$ cat config.mk
export PLATFORM = sky130hd
export DESIGN_NAME = peripheral_bus
export DESIGN_NICKNAME = d
export VERILOG_FILES = /design/src/hdl/bus_pkg.sv /design/src/hdl/mmio_map_pkg.sv /design/src/hdl/bus_transaction_fsm.sv /design/src/hdl/dsp_multiplier.sv /design/src/hdl/io_registers.sv /design/src/hdl/mmio_decoder.sv /design/src/hdl/peripheral_bus.sv
export SDC_FILE = /design/constraint.sdc
export NUM_CORES = 1
export LEC_CHECK = 0
export BUFFER_PORTS_ARGS = -buffer_cell sky130_fd_sc_hd__buf_2
export CELL_PAD_IN_SITES_DETAIL_PLACEMENT = 1
export CELL_PAD_IN_SITES_GLOBAL_PLACEMENT = 2
export CORE_ASPECT_RATIO = 0.8
export CORE_MARGIN = 5
export CORE_UTILIZATION = 36
export CTS_CLUSTER_DIAMETER = 100
export DETAILED_ROUTE_END_ITERATION = 10
export PLACE_DENSITY_LB_ADDON = 0.1
export SYNTH_ARGS = -nofsm -noshare
export SYNTH_HDL_FRONTEND = slang
export SYNTH_SLANG_ARGS = --single-unit
$ cat constraint.sdc
create_clock -name vdp_clk -period 5.6 [get_ports vdp_clk]
set_input_delay 0.28 -clock vdp_clk [delete_from_list [all_inputs] [get_ports vdp_clk]]
set_output_delay 0.28 -clock vdp_clk [all_outputs]
set_load 0.01 [all_outputs]
$ cat src/hdl/bus_pkg.sv
/*
 * Bus widths and the enums shared by the peripheral bus.
 * The address width follows the 24-bit CPU bus of the SoC.
 * One access is in flight at a time, so the state set is small.
 */

package bus_pkg;

    localparam int addr_width = 24;
    localparam int data_width = 32;
    localparam int strb_width = 4;

    // Transaction controller states, one access at a time
    typedef enum logic [1:0] {
        st_idle,
        st_issue,
        st_capture,
        st_respond
    } bus_state_t;

    // Target of a decoded access
    typedef enum logic [2:0] {
        sel_none,
        sel_status,
        sel_dsp,
        sel_pad,
        sel_flash_ctrl
    } periph_sel_t;

endpackage

$ cat src/hdl/mmio_map_pkg.sv
/*
 * Peripheral address map and register bit fields.
 * Only address bits 19:16 pick the region. Other bits are ignored,
 * so each region is aliased over its whole 64 KB window.
 */

package mmio_map_pkg;

    // Region field, address bits 19:16
    localparam int region_lsb = 16;
    localparam int region_width = 4;

    localparam logic [region_width-1:0] region_status = 4'd1;
    localparam logic [region_width-1:0] region_dsp = 4'd2;
    localparam logic [region_width-1:0] region_pad = 4'd3;
    localparam logic [region_width-1:0] region_flash_ctrl = 4'd4;

    // Multiplier operands, address bit 2 selects B
    localparam int dsp_operand_bit = 2;
    localparam int dsp_operand_width = 16;

    // Gamepad mock
    localparam int pad_shift_width = 16;
    localparam int pad_latch_bit = 0;
    localparam int pad_clk_bit = 1;

    // Flash control word
    localparam int flash_ctrl_field_width = 4;
    localparam int flash_ctrl_in_lsb = 0;
    localparam int flash_ctrl_in_en_lsb = 4;
    localparam int flash_ctrl_clk_bit = 8;
    localparam int flash_ctrl_csn_bit = 9;
    localparam int flash_ctrl_active_bit = 15;

    // Status LEDs, red lit after reset
    localparam int status_width = 2;
    localparam logic [status_width-1:0] status_reset_value = 2'd1;

endpackage

$ cat src/hdl/bus_transaction_fsm.sv
/*
 * Bus transaction controller, valid/ready on the CPU side.
 * Every access takes three cycles from the edge that samples valid
 * to the edge that samples ready. Valid must be held until then.
 * Unmapped accesses complete and read zero.
 */

`timescale 1ns/1ps

module bus_transaction_fsm (
    input  logic                                    vdp_clk,
    input  logic                                    vdp_reset,
    input  logic                                    cpu_mem_valid,
    input  bus_pkg::periph_sel_t                    sel,
    input  logic [mmio_map_pkg::status_width-1:0]   status_value,
    input  logic [bus_pkg::data_width-1:0]          dsp_result,
    input  logic                                    pad_bit,
    input  logic [3:0]                              flash_readback,
    output logic                                    issue,
    output logic                                    cpu_mem_ready,
    output logic [bus_pkg::data_width-1:0]          cpu_read_data
);
    import bus_pkg::*;

    bus_state_t state;
    bus_state_t next_state;
    logic [data_width-1:0] read_mux;

    always_ff @(posedge vdp_clk) begin
        if (vdp_reset) begin
            state <= st_idle;
        end else begin
            state <= next_state;
        end
    end

    always_comb begin
        next_state = state;
        case (state)
            st_idle: begin
                if (cpu_mem_valid) begin
                    next_state = st_issue;
                end
            end
            // Decoder registers select and write pulse here
            st_issue:   next_state = st_capture;
            st_capture: next_state = st_respond;
            st_respond: next_state = st_idle;
            default:    next_state = st_idle;
        endcase
    end

    assign issue = (state == st_issue);
    assign cpu_mem_ready = (state == st_respond);

    // Read source by select, zero extended
    always_comb begin
        read_mux = '0;
        case (sel)
            sel_status: begin
                read_mux[$bits(status_value)-1:0] = status_value;
            end
            sel_dsp: begin
                read_mux = dsp_result;
            end
            sel_pad: begin
                read_mux[0] = pad_bit;
            end
            sel_flash_ctrl: begin
                read_mux[$bits(flash_readback)-1:0] = flash_readback;
            end
            default: begin
                read_mux = '0;
            end
        endcase
    end

    // Held stable through respond while ready is up
    always_ff @(posedge vdp_clk) begin
        if (state == st_capture) begin
            cpu_read_data <= read_mux;
        end
    end

endmodule

$ cat src/hdl/dsp_multiplier.sv
/*
 * Signed 16x16 multiplier behind two operand registers.
 * The product is registered every cycle and is valid from the
 * second edge after an operand write. Signed operands only.
 */

`timescale 1ns/1ps

module dsp_multiplier (
    input  logic                                           vdp_clk,
    input  logic                                           dsp_write_en,
    input  logic                                           dsp_operand_b,
    input  logic [mmio_map_pkg::dsp_operand_width-1:0]     write_data,
    output logic [2*mmio_map_pkg::dsp_operand_width-1:0]   dsp_result
);
    import mmio_map_pkg::*;

    logic [dsp_operand_width-1:0] mult_a;
    logic [dsp_operand_width-1:0] mult_b;

    // Flat write enables keep the operand FFs inside the DSP block
    always_ff @(posedge vdp_clk) begin
        if (dsp_write_en && !dsp_operand_b) begin
            mult_a <= write_data;
        end

        if (dsp_write_en && dsp_operand_b) begin
            mult_b <= write_data;
        end
    end

    always_ff @(posedge vdp_clk) begin
        dsp_result <= $signed(mult_a) * $signed(mult_b);
    end

endmodule

$ cat src/hdl/io_registers.sv
/*
 * Status LEDs, gamepad mock and bit-banged flash control.
 * The gamepad is mocked with three board buttons, the second data
 * line is not modelled. Flash pins idle with CS high and no output
 * enables whenever the control register is inactive.
 */

`timescale 1ns/1ps

module io_registers (
    input  logic                                                vdp_clk,
    input  logic                                                vdp_reset,
    input  logic                                                status_write_en,
    input  logic                                                pad_write_en,
    input  logic                                                flash_ctrl_write_en,
    input  logic [bus_pkg::data_width-1:0]                      cpu_write_data,
    input  logic                                                btn_1,
    input  logic                                                btn_2,
    input  logic                                                btn_3,
    input  logic [mmio_map_pkg::flash_ctrl_field_width-1:0]     flash_out,
    output logic [mmio_map_pkg::status_width-1:0]               status_value,
    output logic                                                led_r,
    output logic                                                led_b,
    output logic                                                pad_bit,
    output logic [mmio_map_pkg::flash_ctrl_field_width-1:0]     flash_readback,
    output logic                                                flash_clk,
    output logic                                                flash_csn,
    output logic [mmio_map_pkg::flash_ctrl_field_width-1:0]     flash_in,
    output logic [mmio_map_pkg::flash_ctrl_field_width-1:0]     flash_in_en
);
    import mmio_map_pkg::*;

    logic pad_latch;
    logic pad_clk;
    logic pad_clk_prev;
    logic [pad_shift_width-1:0] pad_shift;
    logic [pad_shift_width-1:0] pad_load;

    logic flash_ctrl_active;
    logic [flash_ctrl_field_width-1:0] flash_ctrl_in;
    logic [flash_ctrl_field_width-1:0] flash_ctrl_in_en;
    logic flash_ctrl_clk;
    logic flash_ctrl_csn;

    // Status LEDs
    always_ff @(posedge vdp_clk) begin
        if (vdp_reset) begin
            status_value <= status_reset_value;
        end else if (status_write_en) begin
            status_value <= cpu_write_data[status_width-1:0];
        end
    end

    assign led_r = status_value[0];
    assign led_b = status_value[1];

    // Gamepad latch and clock as written by the CPU
    always_ff @(posedge vdp_clk) begin
        if (vdp_reset) begin
            pad_latch <= 1'b0;
            pad_clk <= 1'b0;
            pad_clk_prev <= 1'b0;
        end else begin
            if (pad_write_en) begin
                pad_latch <= cpu_write_data[pad_latch_bit];
                pad_clk <= cpu_write_data[pad_clk_bit];
            end
            pad_clk_prev <= pad_clk;
        end
    end

    // Left, right and B buttons
    always_comb begin
        pad_load = '0;
        pad_load[7] = btn_1;
        pad_load[6] = btn_3;
        pad_load[0] = btn_2;
    end

    // A clock edge wins over a held latch
    always_ff @(posedge vdp_clk) begin
        if (pad_clk && !pad_clk_prev) begin
            pad_shift <= {1'b0, pad_shift[pad_shift_width-1:1]};
        end else if (pad_latch) begin
            pad_shift <= pad_load;
        end
    end

    assign pad_bit = pad_shift[0];

    // Flash control fields
    always_ff @(posedge vdp_clk) begin
        if (flash_ctrl_write_en) begin
            flash_ctrl_in <= cpu_write_data[flash_ctrl_in_lsb +: flash_ctrl_field_width];
            flash_ctrl_in_en <= cpu_write_data[flash_ctrl_in_en_lsb +: flash_ctrl_field_width];
            flash_ctrl_clk <= cpu_write_data[flash_ctrl_clk_bit];
            flash_ctrl_csn <= cpu_write_data[flash_ctrl_csn_bit];
        end
    end

    always_ff @(posedge vdp_clk) begin
        if (vdp_reset) begin
            flash_ctrl_active <= 1'b0;
        end else if (flash_ctrl_write_en) begin
            flash_ctrl_active <= cpu_write_data[flash_ctrl_active_bit];
        end
    end

    always_ff @(posedge vdp_clk) begin
        flash_readback <= flash_out;
    end

    // Idle pins: deselected, clock low, outputs released
    assign flash_clk = flash_ctrl_active ? flash_ctrl_clk : 1'b0;
    assign flash_csn = flash_ctrl_active ? flash_ctrl_csn : 1'b1;
    assign flash_in = flash_ctrl_active ? flash_ctrl_in : '0;
    assign flash_in_en = flash_ctrl_active ? flash_ctrl_in_en : '0;

endmodule

$ cat src/hdl/mmio_decoder.sv
/*
 * Registered address decode for the peripheral bus.
 * Outputs change only on the edge that samples issue. The select code
 * holds until the next issue, write pulses last one cycle.
 */

`timescale 1ns/1ps

module mmio_decoder (
    input  logic                              vdp_clk,
    input  logic                              vdp_reset,
    input  logic                              issue,
    input  logic [bus_pkg::addr_width-1:0]    cpu_address,
    input  logic [bus_pkg::strb_width-1:0]    cpu_wstrb,
    output bus_pkg::periph_sel_t              sel,
    output logic                              dsp_operand_b,
    output logic                              status_write_en,
    output logic                              dsp_write_en,
    output logic                              pad_write_en,
    output logic                              flash_ctrl_write_en
);
    import bus_pkg::*;
    import mmio_map_pkg::*;

    logic [region_width-1:0] region;
    periph_sel_t next_sel;
    logic is_write;

    assign region = cpu_address[region_lsb +: region_width];

    // Any strobe bit set makes it a write
    assign is_write = |cpu_wstrb;

    always_comb begin
        case (region)
            region_status:     next_sel = sel_status;
            region_dsp:        next_sel = sel_dsp;
            region_pad:        next_sel = sel_pad;
            region_flash_ctrl: next_sel = sel_flash_ctrl;
            default:           next_sel = sel_none;
        endcase
    end

    always_ff @(posedge vdp_clk) begin
        if (vdp_reset) begin
            sel <= sel_none;
            status_write_en <= 1'b0;
            dsp_write_en <= 1'b0;
            pad_write_en <= 1'b0;
            flash_ctrl_write_en <= 1'b0;
        end else begin
            // issue is a single cycle, so each pulse is too
            status_write_en <= issue && is_write && (next_sel == sel_status);
            dsp_write_en <= issue && is_write && (next_sel == sel_dsp);
            pad_write_en <= issue && is_write && (next_sel == sel_pad);
            flash_ctrl_write_en <= issue && is_write && (next_sel == sel_flash_ctrl);

            if (issue) begin
                sel <= next_sel;
            end
        end
    end

    always_ff @(posedge vdp_clk) begin
        if (issue) begin
            dsp_operand_b <= cpu_address[dsp_operand_bit];
        end
    end

endmodule

$ cat src/hdl/peripheral_bus.sv
/*
 * Memory-mapped peripheral bus, top level.
 * The CPU side is a picorv32-style valid/ready bus on vdp_clk.
 * Flash pins are driven by the control register only.
 */

`timescale 1ns/1ps

module peripheral_bus (
    input  logic                               vdp_clk,
    input  logic                               vdp_reset,
    input  logic                               cpu_mem_valid,
    input  logic [bus_pkg::addr_width-1:0]     cpu_address,
    input  logic [bus_pkg::strb_width-1:0]     cpu_wstrb,
    input  logic [bus_pkg::data_width-1:0]     cpu_write_data,
    output logic                               cpu_mem_ready,
    output logic [bus_pkg::data_width-1:0]     cpu_read_data,
    input  logic                               btn_1,
    input  logic                               btn_2,
    input  logic                               btn_3,
    output logic                               led_r,
    output logic                               led_b,
    output logic                               flash_clk,
    output logic                               flash_csn,
    output logic [3:0]                         flash_in,
    output logic [3:0]                         flash_in_en,
    input  logic [3:0]                         flash_out
);

    logic issue;
    bus_pkg::periph_sel_t sel;
    logic dsp_operand_b;
    logic status_write_en;
    logic dsp_write_en;
    logic pad_write_en;
    logic flash_ctrl_write_en;

    logic [mmio_map_pkg::status_width-1:0] status_value;
    logic [bus_pkg::data_width-1:0] dsp_result;
    logic pad_bit;
    logic [3:0] flash_readback;

    bus_transaction_fsm u_fsm (
        .vdp_clk        (vdp_clk),
        .vdp_reset      (vdp_reset),
        .cpu_mem_valid  (cpu_mem_valid),
        .sel            (sel),
        .status_value   (status_value),
        .dsp_result     (dsp_result),
        .pad_bit        (pad_bit),
        .flash_readback (flash_readback),
        .issue          (issue),
        .cpu_mem_ready  (cpu_mem_ready),
        .cpu_read_data  (cpu_read_data)
    );

    mmio_decoder u_decoder (
        .vdp_clk             (vdp_clk),
        .vdp_reset           (vdp_reset),
        .issue               (issue),
        .cpu_address         (cpu_address),
        .cpu_wstrb           (cpu_wstrb),
        .sel                 (sel),
        .dsp_operand_b       (dsp_operand_b),
        .status_write_en     (status_write_en),
        .dsp_write_en        (dsp_write_en),
        .pad_write_en        (pad_write_en),
        .flash_ctrl_write_en (flash_ctrl_write_en)
    );

    // Operands come from the low half of the write data
    dsp_multiplier u_dsp (
        .vdp_clk       (vdp_clk),
        .dsp_write_en  (dsp_write_en),
        .dsp_operand_b (dsp_operand_b),
        .write_data    (cpu_write_data[mmio_map_pkg::dsp_operand_width-1:0]),
        .dsp_result    (dsp_result)
    );

    io_registers u_io (
        .vdp_clk             (vdp_clk),
        .vdp_reset           (vdp_reset),
        .status_write_en     (status_write_en),
        .pad_write_en        (pad_write_en),
        .flash_ctrl_write_en (flash_ctrl_write_en),
        .cpu_write_data      (cpu_write_data),
        .btn_1               (btn_1),
        .btn_2               (btn_2),
        .btn_3               (btn_3),
        .flash_out           (flash_out),
        .status_value        (status_value),
        .led_r               (led_r),
        .led_b               (led_b),
        .pad_bit             (pad_bit),
        .flash_readback      (flash_readback),
        .flash_clk           (flash_clk),
        .flash_csn           (flash_csn),
        .flash_in            (flash_in),
        .flash_in_en         (flash_in_en)
    );

endmodule

Word level (Yosys, flattened, before mapping)
Cells that the tools add are included. Widths: inputs -> output; s select.

Add/sub/neg operators: 0. $mul: 1. Div/mod/pow operators: 0. Magnitude comparators: 0. Equality and inequality tests: 16. Shift operators: 0. Muxes and demuxes: 12. Bitwise gates (word level): 0. Reductions and logical operators: 13.

Operators with widths (number): $mul 16x16->32 (1); $eq 3x2->1 const B (4); $pmux 3 s4 (1); $eq 4x2->1 const B (2); $logic_and 1x1->1 (8); $mux 4 (2); $mux 8 (1); $pmux 2 s4 (1); $mux 7 (1); $eq 3x1->1 const B (2); $eq 3x3->1 const B (2); $eq 2x2->1 const B (2); $eq 4x1->1 const B (1); $eq 4x3->1 const B (1); $pmux 1 s4 (1); $pmux 2 s2 (1); $reduce_or 4->1 (1); $pmux 1 s3 (1); $eq 2x1->1 const B (1); $logic_not 1->1 (2); $logic_not 2->1 (1); $mux 1 (2); $mux 2 (1); $ne 2x2->1 const B (1); $reduce_bool 2->1 (1).

Register bits: 134. Latch bits: 0. Memory bits (writable): 0. ROM bits: 0. Output and inout port bits: 45. Word-level logic and storage cells: 66. Memories kept: 0.

Logic depth before layout (Yosys ltp)
Gate-level depths: netlist of run 1.

Word-level depth: 4. Depth in mapped cells: 22. Gate-level depth less buffers: 20.

By module
Synthesis of run 1 repeated with hierarchy kept, for this count alone.

Cell total of the unflattened synthesis: 1358. Area total of the unflattened synthesis: 14300.0 sq um.

By module, submodules not included: dsp_multiplier (instances 1, cells an instance 1171, area each 11549.8 sq um, sequential area each 1601.5 sq um); bus_transaction_fsm (instances 1, cells an instance 98, area each 1452.6 sq um, sequential area each 1001.0 sq um); io_registers (instances 1, cells an instance 63, area each 998.5 sq um, sequential area each 740.7 sq um); mmio_decoder (instances 1, cells an instance 26, area each 299.0 sq um, sequential area each 170.2 sq um).

Worst setup path after synthesis of run 1
Ideal clock, no wire load.

Path kind: reg2reg. Start point: register u_dsp.mult_a[15]. End point: register u_dsp.dsp_result[30] (netlist name). Setup time: 0.122 ns. Arrival time: 5.866 ns. Path slack: -0.388 ns. Cell stages (with the launch flop): 20. Path through: edfxtp_1 -> clkbuf_1 -> nand2_1 -> inv_1 -> fa_1 -> fa_1 -> fa_1 -> fa_1 -> fa_1 -> inv_1 -> fa_1 -> inv_1 -> ha_1 -> a21oi_1 -> o21ai_1 -> a2111oi_4 -> a2bb2oi_2 -> and2_4 -> o21ai_2 -> a311o_1.

Longest elaborated chain between the ends: 1.

RTL lines: from (decl) (RTL line dsp_multiplier.sv:18) `logic [dsp_operand_width-1:0] mult_a;`; from (signal assigned) (RTL line dsp_multiplier.sv:24) `mult_a <= write_data;`; $mul 16x16->32 (RTL line dsp_multiplier.sv:33) `dsp_result <= $signed(mult_a) * $signed(mult_b);`; to (signal assigned) (RTL line dsp_multiplier.sv:33); to (decl) (RTL line dsp_multiplier.sv:14) `output logic [2*mmio_map_pkg::dsp_operand_width-1:0] dsp_result`.

Every way passes these cells. A chain may end at the register's enable or synchronous reset.

Worst setup path after layout of run 1
Start point: register u_dsp.mult_b[2]. End point: register u_dsp.dsp_result[30] (netlist name).

Longest elaborated chain between the ends: 1.

RTL lines: from (decl) (RTL line dsp_multiplier.sv:19) `logic [dsp_operand_width-1:0] mult_b;`; from (signal assigned) (RTL line dsp_multiplier.sv:28) `mult_b <= write_data;`; $mul 16x16->32 (RTL line dsp_multiplier.sv:33).

Every way passes these cells.

==> impl_metrics.json, run 1 <==
{
  "status": "finished with violations",
  "violations": "negative setup slack",
  "synth-simple-area-share": 0.143,
  "ys_ff_latch": 134,
  "min_path_cells": 2,
  "die_area_um2": 43400,
  "synth_top_family_by_area": "adder cells",
  "avgSynthCellArea_um2": 10.6,
  "hold_viol_final": 0,
  "syn_to_final_growth_pct": 26.5,
  "worstRegToRegCells": 21,
  "cp.required_ns": 5.94,
  "fill_cells": 4345,
  "die_y_um": 187,
  "numClockSinks": 134,
  "wl_per_cell_um": 18.1,
  "synth_mux_area_frac": 0.00592,
  "syn_inst": 1339,
  "antennaDiodeCount": 0,
  "synth_edf_count": 83,
  "final_cell_mix": "inv_1 (280), fa_1 (246), buf_4 (176)",
  "period_share": 1.06,
  "min_period_ns": 5.92,
  "clockBufferDepth": 2,
  "ir_drop_mv": 0.175,
  "antenna_found_initial": 0,
  "cp.arrival_ns": 6.26,
  "h-tree-depth": 4,
  "grt_max_degree": 32,
  "multi_input_area_um2": 9870,
  "num_rows": 65,
  "endpoint_kind": "register",
  "routabilityCongestion": 0.817,
  "async_reset_ff_frac": 0,
  "drtPass1Iterations": 5,
  "grt_usage": 0.192,
  "critical_path_class": "reg2reg",
  "coreArea_um2": 39100,
  "syn_area_um2": 14200,
  "synthFlopType": "edfxtp_1",
  "slew_viol_final": 0,
  "yosys.area_share.adder": 0.448,
  "path_max_fanout": 3,
  "route.detailed.drc": 0,
  "drt_iter0_markers": 476,
  "drv_cap": 0,
  "grt_setup_unrepaired": "true",
  "dp.cells": 2075,
  "clockRootBuffer": "clkbuf_16",
  "worst_slack_ns": -0.316,
  "relSlewSlack": 0.465,
  "wl_um": 39100,
  "synth_sequential_area_ratio": 0.248,
  "setup_violations": 11,
  "seq_area_um2": 3510,
  "num_io_pins": 115,
  "nets": 2029,
  "hp-start": "cpu_address[17]",
  "place_hpwl_um": 32300,
  "start_kind": "register",
  "finalPower_w": 0.00452,
  "cts_tree": "done",
  "reg2reg_from": "u_dsp.mult_b[2]$_DFFE_PP_",
  "clkTransAtPathRegs_ns": 0.07,
  "worst_slew_pin_slew_ns": 0.803,
  "fmaxAchievable_mhz": 169,
  "grt_pass1_vias": 11209,
  "layout_commonest_cell": "inv_1",
  "p_per_area_nw_per_um2": 253,
  "hp-class": "in2reg",
  "overflow": 0,
  "grt_pass1_wl_um": 63700,
  "synth_xor_area_frac": 0.0210,
  "skew_ns": 0.0114,
  "syn_nets": 1758,
  "drive_above_1_share": 0.261,
  "startpoint": "u_dsp.mult_b[2]$_DFFE_PP_",
  "die_w_um": 232,
  "final_cells": 2159,
  "viasPerCell": 4.53,
  "start_util": 0.362,
  "portBuffers": 79,
  "p_leak_nw": 8.41,
  "synth_warnings": 0,
  "synth_cell_type_count": 52,
  "vias": 9775,
  "ant_nets": 0,
  "clk_latency_ns": 0.46,
  "synth_compound_area_frac": 0.0461,
  "cts_buffers": 17
}
-- routing by layer --
metal | wire [um] | vias up | part of all wire | global-route usage
met5 | 0 | - | 0 | 0
met4 | 571 | 0 | 0.015 | 0.0491
met3 | 1070 | 25 | 0.027 | 0.0305
met2 | 18100 | 105 | 0.46 | 0.302
met1 | 19300 | 5040 | 0.49 | 0.279
li1 | - | 4605 | - | -
-- worst paths after layout --
kind	endpoint	slack, ns
worst min register to register	u_io.pad_clk_prev$_SDFF_PP0_	0.50
worst max-delay path	u_dsp.dsp_result[30]$_DFF_P_	-0.32
worst min-delay path	u_decoder.status_write_en$_SDFF_PP0_	0.04
worst max register to register	u_dsp.dsp_result[30]$_DFF_P_	-0.32
-- timing repair --
item | 4_1_cts | 5_1_grt
resized for setup | 93 | 33
endpoints found under the setup margin | 16 | 19
pin swaps | 56 | 25
setup buffers | 32 | 15
hold endpoints to repair | 8 | 0
hold buffers | 7 | 0
-- registers in the layout, summed over array words and instances, names as in the netlist, 2 cells and up --
signal	count
u_fsm.state	2
u_fsm.cpu_read_data	32
u_decoder.sel	3
u_io.pad_shift	8
u_io.flash_readback	4
u_dsp.dsp_result	32
u_io.status_value	2
u_dsp.mult_b	16
u_io.flash_ctrl_in_en	4
u_dsp.mult_a	16
u_io.flash_ctrl_in	4
-- cells by family (layout without fill, tap and decap cells) --
group | after synthesis | after routing
buffers and inverters | 332 | 616
adders and majority gates | 349 | 349
AOI/OAI and AO/OA | 90 | 90
xor gates and xnor gates | 34 | 34
muxes | 8 | 8
and+or+nand+nor | 392 | 392
DFF | 134 | 134
-- metrics by stage --
step | utilization | instance area (um2) | setup WS, ns | hold slack [ns] | setup TNS (ns)
global placement | 0.420 | 16400 | -0.661 | 0.387 | -3.76
CTS | 0.452 | 17700 | -0.315 | 0.00987 | -2.16
floorplan | - | 14200 | -0.0280 | 0.308 | -0.0280
finish | 0.457 | 17900 | -0.316 | 0.0390 | -2.13
global route | 0.457 | 17900 | -0.468 | 0.0163 | -4.48
detailed placement | 0.420 | 16400 | -0.662 | 0.385 | -5.05
-- cells in the mapped netlist, types with 2 or more instances --
cell type  instances  area share
a2111oi_4          2      0.0039
a211o_1            3      0.0019
a211oi_1           7      0.0037
a21o_1             6      0.0032
a21oi_1           25      0.0088
a22oi_1            3      0.0016
a31oi_1            3      0.0013
and2_1           168       0.074
and3_1             2     0.00088
clkbuf_1          39       0.010
dfxtp_1           51       0.072
edfxtp_1          83        0.18
fa_1             262        0.37
ha_1              87       0.077
inv_1            293       0.078
mux2_2             3      0.0024
mux2i_1            5      0.0035
nand2_1          132       0.035
nand2b_1          10      0.0044
nand3_1            9      0.0032
nand4_1            3      0.0013
nor2_1            38       0.010
nor2b_1           11      0.0049
nor3_1             6      0.0021
nor3b_1            2      0.0011
nor4_1             2     0.00088
nor4b_1            3      0.0019
o211ai_1           2      0.0011
o21a_1             3      0.0016
o21ai_0           14      0.0050
o21ai_1            4      0.0014
o21ai_2            2      0.0012
o21bai_1           4      0.0021
or2_2              2     0.00088
xnor2_1           26       0.016
xor2_1             8      0.0050
-- final cells by class --
cell class,instances,share of cell area
multi-input cells,873,0.551
repair buffers,291,0.122
clock buffers,18,0.0240
inverters,293,0.0615
flip-flops and latches,134,0.196
clock inverters,14,0.00762
well taps,536,0.0375
-- power breakdown --
part	internal [W]	switching [W]	total, W
Combinational	0.00104	0.00112	0.00216
Clock	0.000586	0.000515	0.00110
Sequential	0.00123	0.0000373	0.00126
Total	0.00286	0.00167	0.00452
-- worst max-delay path, cell delays in order, from the launching register on --
cell       delay [ns]
edfxtp_1         0.45
buf_6            0.17
nand2_4          0.05
inv_2            0.04
fa_2             0.60
buf_6            0.13
fa_2             0.48
fa_1             0.50
fa_1             0.51
fa_1             0.49
inv_1            0.05
fa_1             0.51
inv_2            0.05
ha_4             0.23
nand2_4          0.08
buf_4            0.11
o21ai_2          0.07
a2111oi_4        0.42
a2bb2oi_4        0.29
and2_4           0.22
o21ai_4          0.06
a311o_1          0.27
No activity file was read; power rests on OpenSTA's default activity.
==> run 2: changes to the inputs <==
- CORE_ASPECT_RATIO: 0.8 -> not set
==> run 2 against run 1 <==
- the run still ends with negative setup slack left
- global-route usage shrank 0.076 points
- sequential power is essentially flat
- clock-buffer cell count is the same
- largest cell class unchanged
==> impl_metrics.json, run 2 (synthesized netlist as in run 1, its figures left out) <==
{
  "status": "finished with violations",
  "violations": "negative setup slack",
  "whs_ns": 0.0274,
  "clockRootBuffer": "clkbuf_16",
  "nets": 2018,
  "grt_setup_unrepaired": "true",
  "overflow": 0,
  "antennaDiodeCount": 0,
  "numClockSinks": 134,
  "cp_slowest_cell": "fa_2",
  "num_io_pins": 115,
  "wl_um": 39500,
  "die_y_um": 208,
  "worst-path-buf-inv": 4,
  "ant_nets": 0,
  "final_cell_mix": "inv_1 (270), fa_1 (236), buf_4 (159)",
  "die_area_um2": 43400,
  "layout_commonest_cell": "inv_1",
  "hp-class": "in2reg",
  "drtPass1Iterations": 4,
  "syn_to_final_growth_pct": 27.6,
  "die_w_um": 208,
  "skew_ns": 0.0197,
  "num_rows": 72,
  "grt_usage": 0.191,
  "cts_buffers": 17,
  "setup_violations": 12,
  "routabilityCongestion": 0.843,
  "route.detailed.drc": 0,
  "portBuffers": 79,
  "worst_slew_pin_slew_ns": 0.916,
  "finalPower_w": 0.00470,
  "h-tree-depth": 4,
  "grt_pass1_wl_um": 64100,
  "critPathTopFamily": "adder cells",
  "cp.arrival_ns": 6.24,
  "clkTransAtPathRegs_ns": 0.08,
  "min_period_ns": 5.90,
  "p_per_area_nw_per_um2": 261,
  "relSlewSlack": 0.389,
  "drt_iter0_markers": 385,
  "largest_registers": "u_dsp.dsp_result (32), u_fsm.cpu_read_data (32)",
  "start_kind": "register",
  "stdcell_area_um2": 18100,
  "worstPathCellList": "buf_12 > and2_4 > fa_2 > buf_6 > fa_1 > fa_2 > fa_1 > fa_1 > inv_1 > fa_1 > inv_2 > ha_4 > a21oi_4 > o21ai_4 > a2111oi_4 > a2bb2oi_4 > and2_4 > o21ai_4 > a311o_1",
  "r2r_setup_slack_ns": -0.30,
  "drv_cap": 0,
  "cpMostUsedCell": "fa_1",
  "fmaxAchievable_mhz": 169,
  "antenna_found_initial": 1,
  "clk_latency_ns": 0.46,
  "cts_tree": "done",
  "slowest_delay_ns": 0.62,
  "vias": 9902,
  "viasPerCell": 4.65,
  "clockBufferDepth": 2,
  "start_util": 0.365,
  "place_hpwl_um": 31900,
  "wl_per_cell_um": 18.5,
  "grt_pass1_vias": 11590,
  "p_leak_nw": 8.44,
  "fill_cells": 4223,
  "grt_max_degree": 33,
  "drive_above_1_share": 0.280,
  "ir_drop_mv": 0.269,
  "place_area_um2": 16500,
  "cp.required_ns": 5.93,
  "period_share": 1.05,
  "endpoint_kind": "register",
  "worst_slack_ns": -0.304,
  "path_max_fanout": 5,
  "hold_viol_final": 0,
  "coreArea_um2": 38700,
  "critical_path_class": "reg2reg",
  "slew_viol_final": 0
}
==> run 2: changes by cell type in the layout (fill, tap and decap cells not counted), moves of 3 or more <==
cell       previous run  this run
inv_1               280       270
fa_2                 16        26
buf_12                7        10
bufinv_16             0         3
fa_1                246       236
buf_4               176       159
inv_2                13        23
nand2_1             123       120
==> run 2: report_power, final <==
part | switching [W] | internal, W
clock network | 0.000524 | 0.000716
logic | 0.00114 | 0.00106
registers | 0.0000386 | 0.00123
==> run 2: cell type report <==
cell class,instances,area (um2),share of cell area
multi-input cells,873,10000,0.555
flip-flops and latches,134,3510,0.195
repair buffers,280,2150,0.119
inverters,293,1100,0.0609
well taps,518,648,0.0359
clock buffers,18,429,0.0238
clock inverters,14,189,0.0105
==> run 2: metrics by stage <==
stage               setup slack [ns]  TNS, ns  utilization  std cells
floorplan                    -0.0280  -0.0280            -       1339
global placement              -0.507    -3.26        0.425       2063
detailed placement            -0.556    -4.02        0.425       2063
CTS                           -0.391    -1.78        0.455       2112
global route                  -0.468    -4.08        0.466       2130
finish                        -0.304    -1.80        0.466       2130
==> run 2: routing by layer <==
| metal | global-route usage | vias up | wire (um) | share of wire |
|---|---|---|---|---|
| met1 | 0.241 | 5181 | 16700 | 0.42 |
| met4 | 0.0589 | 0 | 1110 | 0.028 |
| met2 | 0.341 | 112 | 20600 | 0.52 |
| li1 | - | 4572 | - | - |
| met3 | 0.0276 | 37 | 980 | 0.025 |
| met5 | 0 | - | 0 | 0 |
==> run 2: worst paths after layout <==
path,from,endpoint,cells after the start
min reg2reg,u_dsp.dsp_result[13]$_DFF_P_,u_fsm.cpu_read_data[13]$_SDFFCE_PP0P_,1
min,cpu_write_data[13],u_dsp.mult_a[13]$_DFFE_PP_,1
max,u_dsp.mult_b[3]$_DFFE_PP_,u_dsp.dsp_result[30]$_DFF_P_,19
max reg2reg,u_dsp.mult_b[3]$_DFFE_PP_,u_dsp.dsp_result[30]$_DFF_P_,19
==> run 2: repair_timing <==
item | CTS | global route
buffers inserted | 14 | 20
pin swaps | 56 | 79
setup endpoints to repair | 16 | 18
gates resized for setup | 92 | 85
cloned | 0 | 1
hold buffers | 5 | 0
hold endpoints to repair | 5 | 0
==> run 2: worst reg2reg max path: stages (launching register included) <==
cell	delay, ns
edfxtp_1	0.42
buf_12	0.15
and2_4	0.15
fa_2	0.62
buf_6	0.13
fa_1	0.44
fa_2	0.42
fa_1	0.51
fa_1	0.51
inv_1	0.05
fa_1	0.53
inv_2	0.05
ha_4	0.26
a21oi_4	0.17
o21ai_4	0.09
a2111oi_4	0.48
a2bb2oi_4	0.26
and2_4	0.21
o21ai_4	0.06
a311o_1	0.26
==> run 3: changes to the inputs <==
- CAP_MARGIN: not set -> 20
- CORE_UTILIZATION: 36 -> 37
==> run 3 against run 2 <==
- the run still ends with negative setup slack left
- hold slack improved by 0.012 ns
- clock-buffer cell count unchanged
- sequential power about the same
- highest routed layer unchanged
==> impl_metrics.json, run 3 (synthesized netlist as in run 1, its figures left out) <==
{
  "cp_slowest_cell": "fa_1",
  "worst-path-buf-inv": 4,
  "drt_iter0_markers": 299,
  "die_w_um": 206,
  "cts_tree": "done",
  "drv_cap": 0,
  "endpoint_kind": "register",
  "numClockSinks": 134,
  "wl_um": 38400,
  "place_hpwl_um": 31000,
  "vias": 9845,
  "routabilityCongestion": 0.825,
  "worstPathCellList": "buf_4 > nand2_1 > fa_1 > inv_1 > fa_1 > fa_1 > fa_1 > fa_1 > inv_1 > fa_1 > inv_1 > ha_4 > a21oi_2 > o21ai_4 > a2111oi_4 > a2bb2oi_4 > and2_4 > o21ai_2 > a311o_1",
  "portBuffers": 79,
  "ir_drop_mv": 0.213,
  "clk_latency_ns": 0.45,
  "hp-class": "in2reg",
  "slowest_delay_ns": 0.58,
  "num_rows": 71,
  "viasPerCell": 4.61,
  "overflow": 0,
  "num_io_pins": 115,
  "wl_per_cell_um": 18.0,
  "skew_ns": 0.0157,
  "drive_above_1_share": 0.282,
  "start_util": 0.375,
  "violations": "negative setup slack",
  "final_cell_mix": "inv_1 (269), fa_1 (244), buf_4 (157)",
  "syn_to_final_growth_pct": 28.4,
  "grt_pass1_wl_um": 62100,
  "combPwrFrac": 0.486,
  "worst_slew_pin_slew_ns": 0.839,
  "cp.required_ns": 5.95,
  "cpMostUsedCell": "fa_1",
  "met3_length_um": 929,
  "die_y_um": 206,
  "path_max_fanout": 6,
  "wl_met2_um": 19900,
  "whs_ns": 0.0397,
  "place_area_um2": 16400,
  "swShare": 0.363,
  "fmaxAchievable_mhz": 172,
  "top_layer": "met4",
  "clockRootBuffer": "clkbuf_16",
  "cp.arrival_ns": 6.15,
  "p_leak_nw": 8.50,
  "antenna_found_initial": 1,
  "p_int_w": 0.00297,
  "grt_max_degree": 34,
  "layout_commonest_cell": "inv_1",
  "relSlewSlack": 0.441,
  "period_share": 1.04,
  "slew_viol_final": 0,
  "critical_path_class": "reg2reg",
  "drtPass1Iterations": 4,
  "start_kind": "register",
  "stdcell_area_um2": 18200,
  "h-tree-depth": 4,
  "cts_buffers": 17,
  "ant_nets": 0,
  "coreArea_um2": 37800,
  "status": "finished with violations",
  "grt_pass1_vias": 11359,
  "die_area_um2": 42300,
  "min_period_ns": 5.80,
  "p_seq_frac": 0.271,
  "largest_registers": "u_dsp.dsp_result (32), u_fsm.cpu_read_data (32)",
  "nets": 2031,
  "pre_cts_slack_ns": -0.658,
  "setup_violations": 12,
  "grt_setup_unrepaired": "true",
  "p_switching_w": 0.00169,
  "hold_viol_final": 0,
  "worst_slack_ns": -0.201,
  "grt_usage": 0.194,
  "p_per_area_nw_per_um2": 257,
  "routedLengthMet1_um": 17000,
  "route.detailed.drc": 0,
  "power_frac_clock": 0.243,
  "clkTransAtPathRegs_ns": 0.07,
  "clockBufferDepth": 2,
  "critPathTopFamily": "adder cells"
}
## run 3: final timing paths
path         cells after the start  slack (ns)                  startpoint                      endpoint
min reg2reg                      1        0.48   u_io.pad_clk$_SDFFE_PP0P_  u_io.pad_clk_prev$_SDFF_PP0_
max                             19       -0.20  u_dsp.mult_b[10]$_DFFE_PP_  u_dsp.dsp_result[30]$_DFF_P_
min                              1        0.04          cpu_write_data[10]    u_dsp.mult_b[10]$_DFFE_PP_
max reg2reg                     19       -0.20  u_dsp.mult_b[10]$_DFFE_PP_  u_dsp.dsp_result[30]$_DFF_P_
## run 3: cell type report
| cell class | instances | area, um2 |
|---|---|---|
| Multi-Input combinational cell | 873 | 10000 |
| Antenna cell | 1 | 2.50 |
| Sequential cell | 134 | 3510 |
| Clock inverter | 14 | 141 |
| Clock buffer | 18 | 429 |
| Tap cell | 511 | 639 |
| Timing Repair Buffer | 293 | 2320 |
| Fill cell | 4144 | 19600 |
| Inverter | 293 | 1100 |
## run 3: metal layers
| metal | global-route usage | up-vias |
|---|---|---|
| li1 | - | 4599 |
| met2 | 0.340 | 100 |
| met4 | 0.0476 | 0 |
| met3 | 0.0287 | 30 |
| met5 | 0 | - |
| met1 | 0.253 | 5116 |
## run 3: per-stage QoR
stage	cells	power (W)	setup TNS, ns	util
final	2137	0.00467	-1.48	0.481
after global routing	2136	0.00502	-4.11	0.481
after CTS	2120	0.00458	-1.56	0.470
after detailed placement	2049	0.00313	-4.63	0.435
after global placement	2049	0.00310	-3.43	0.435
after floorplan	1339	0.00242	-0.0280	-
## run 3: power by group through the flow
stage	Clock, W	Combinational (W)	Sequential (W)
6_report	0.00114	0.00227	0.00127
5_1_grt	0.00122	0.00252	0.00128
4_1_cts	0.00118	0.00213	0.00127
3_5_place_dp	0	0.00184	0.00129
3_3_place_gp	0	0.00181	0.00129
2_1_floorplan	0	0.00111	0.00130
## run 3: timing repair
action,CTS,global route
resized for setup,113,78
gates cloned,0,0
pin swaps,91,87
hold buffers,8,0
hold endpoints to repair,11,0
setup endpoints to repair,16,18
setup buffers,31,18
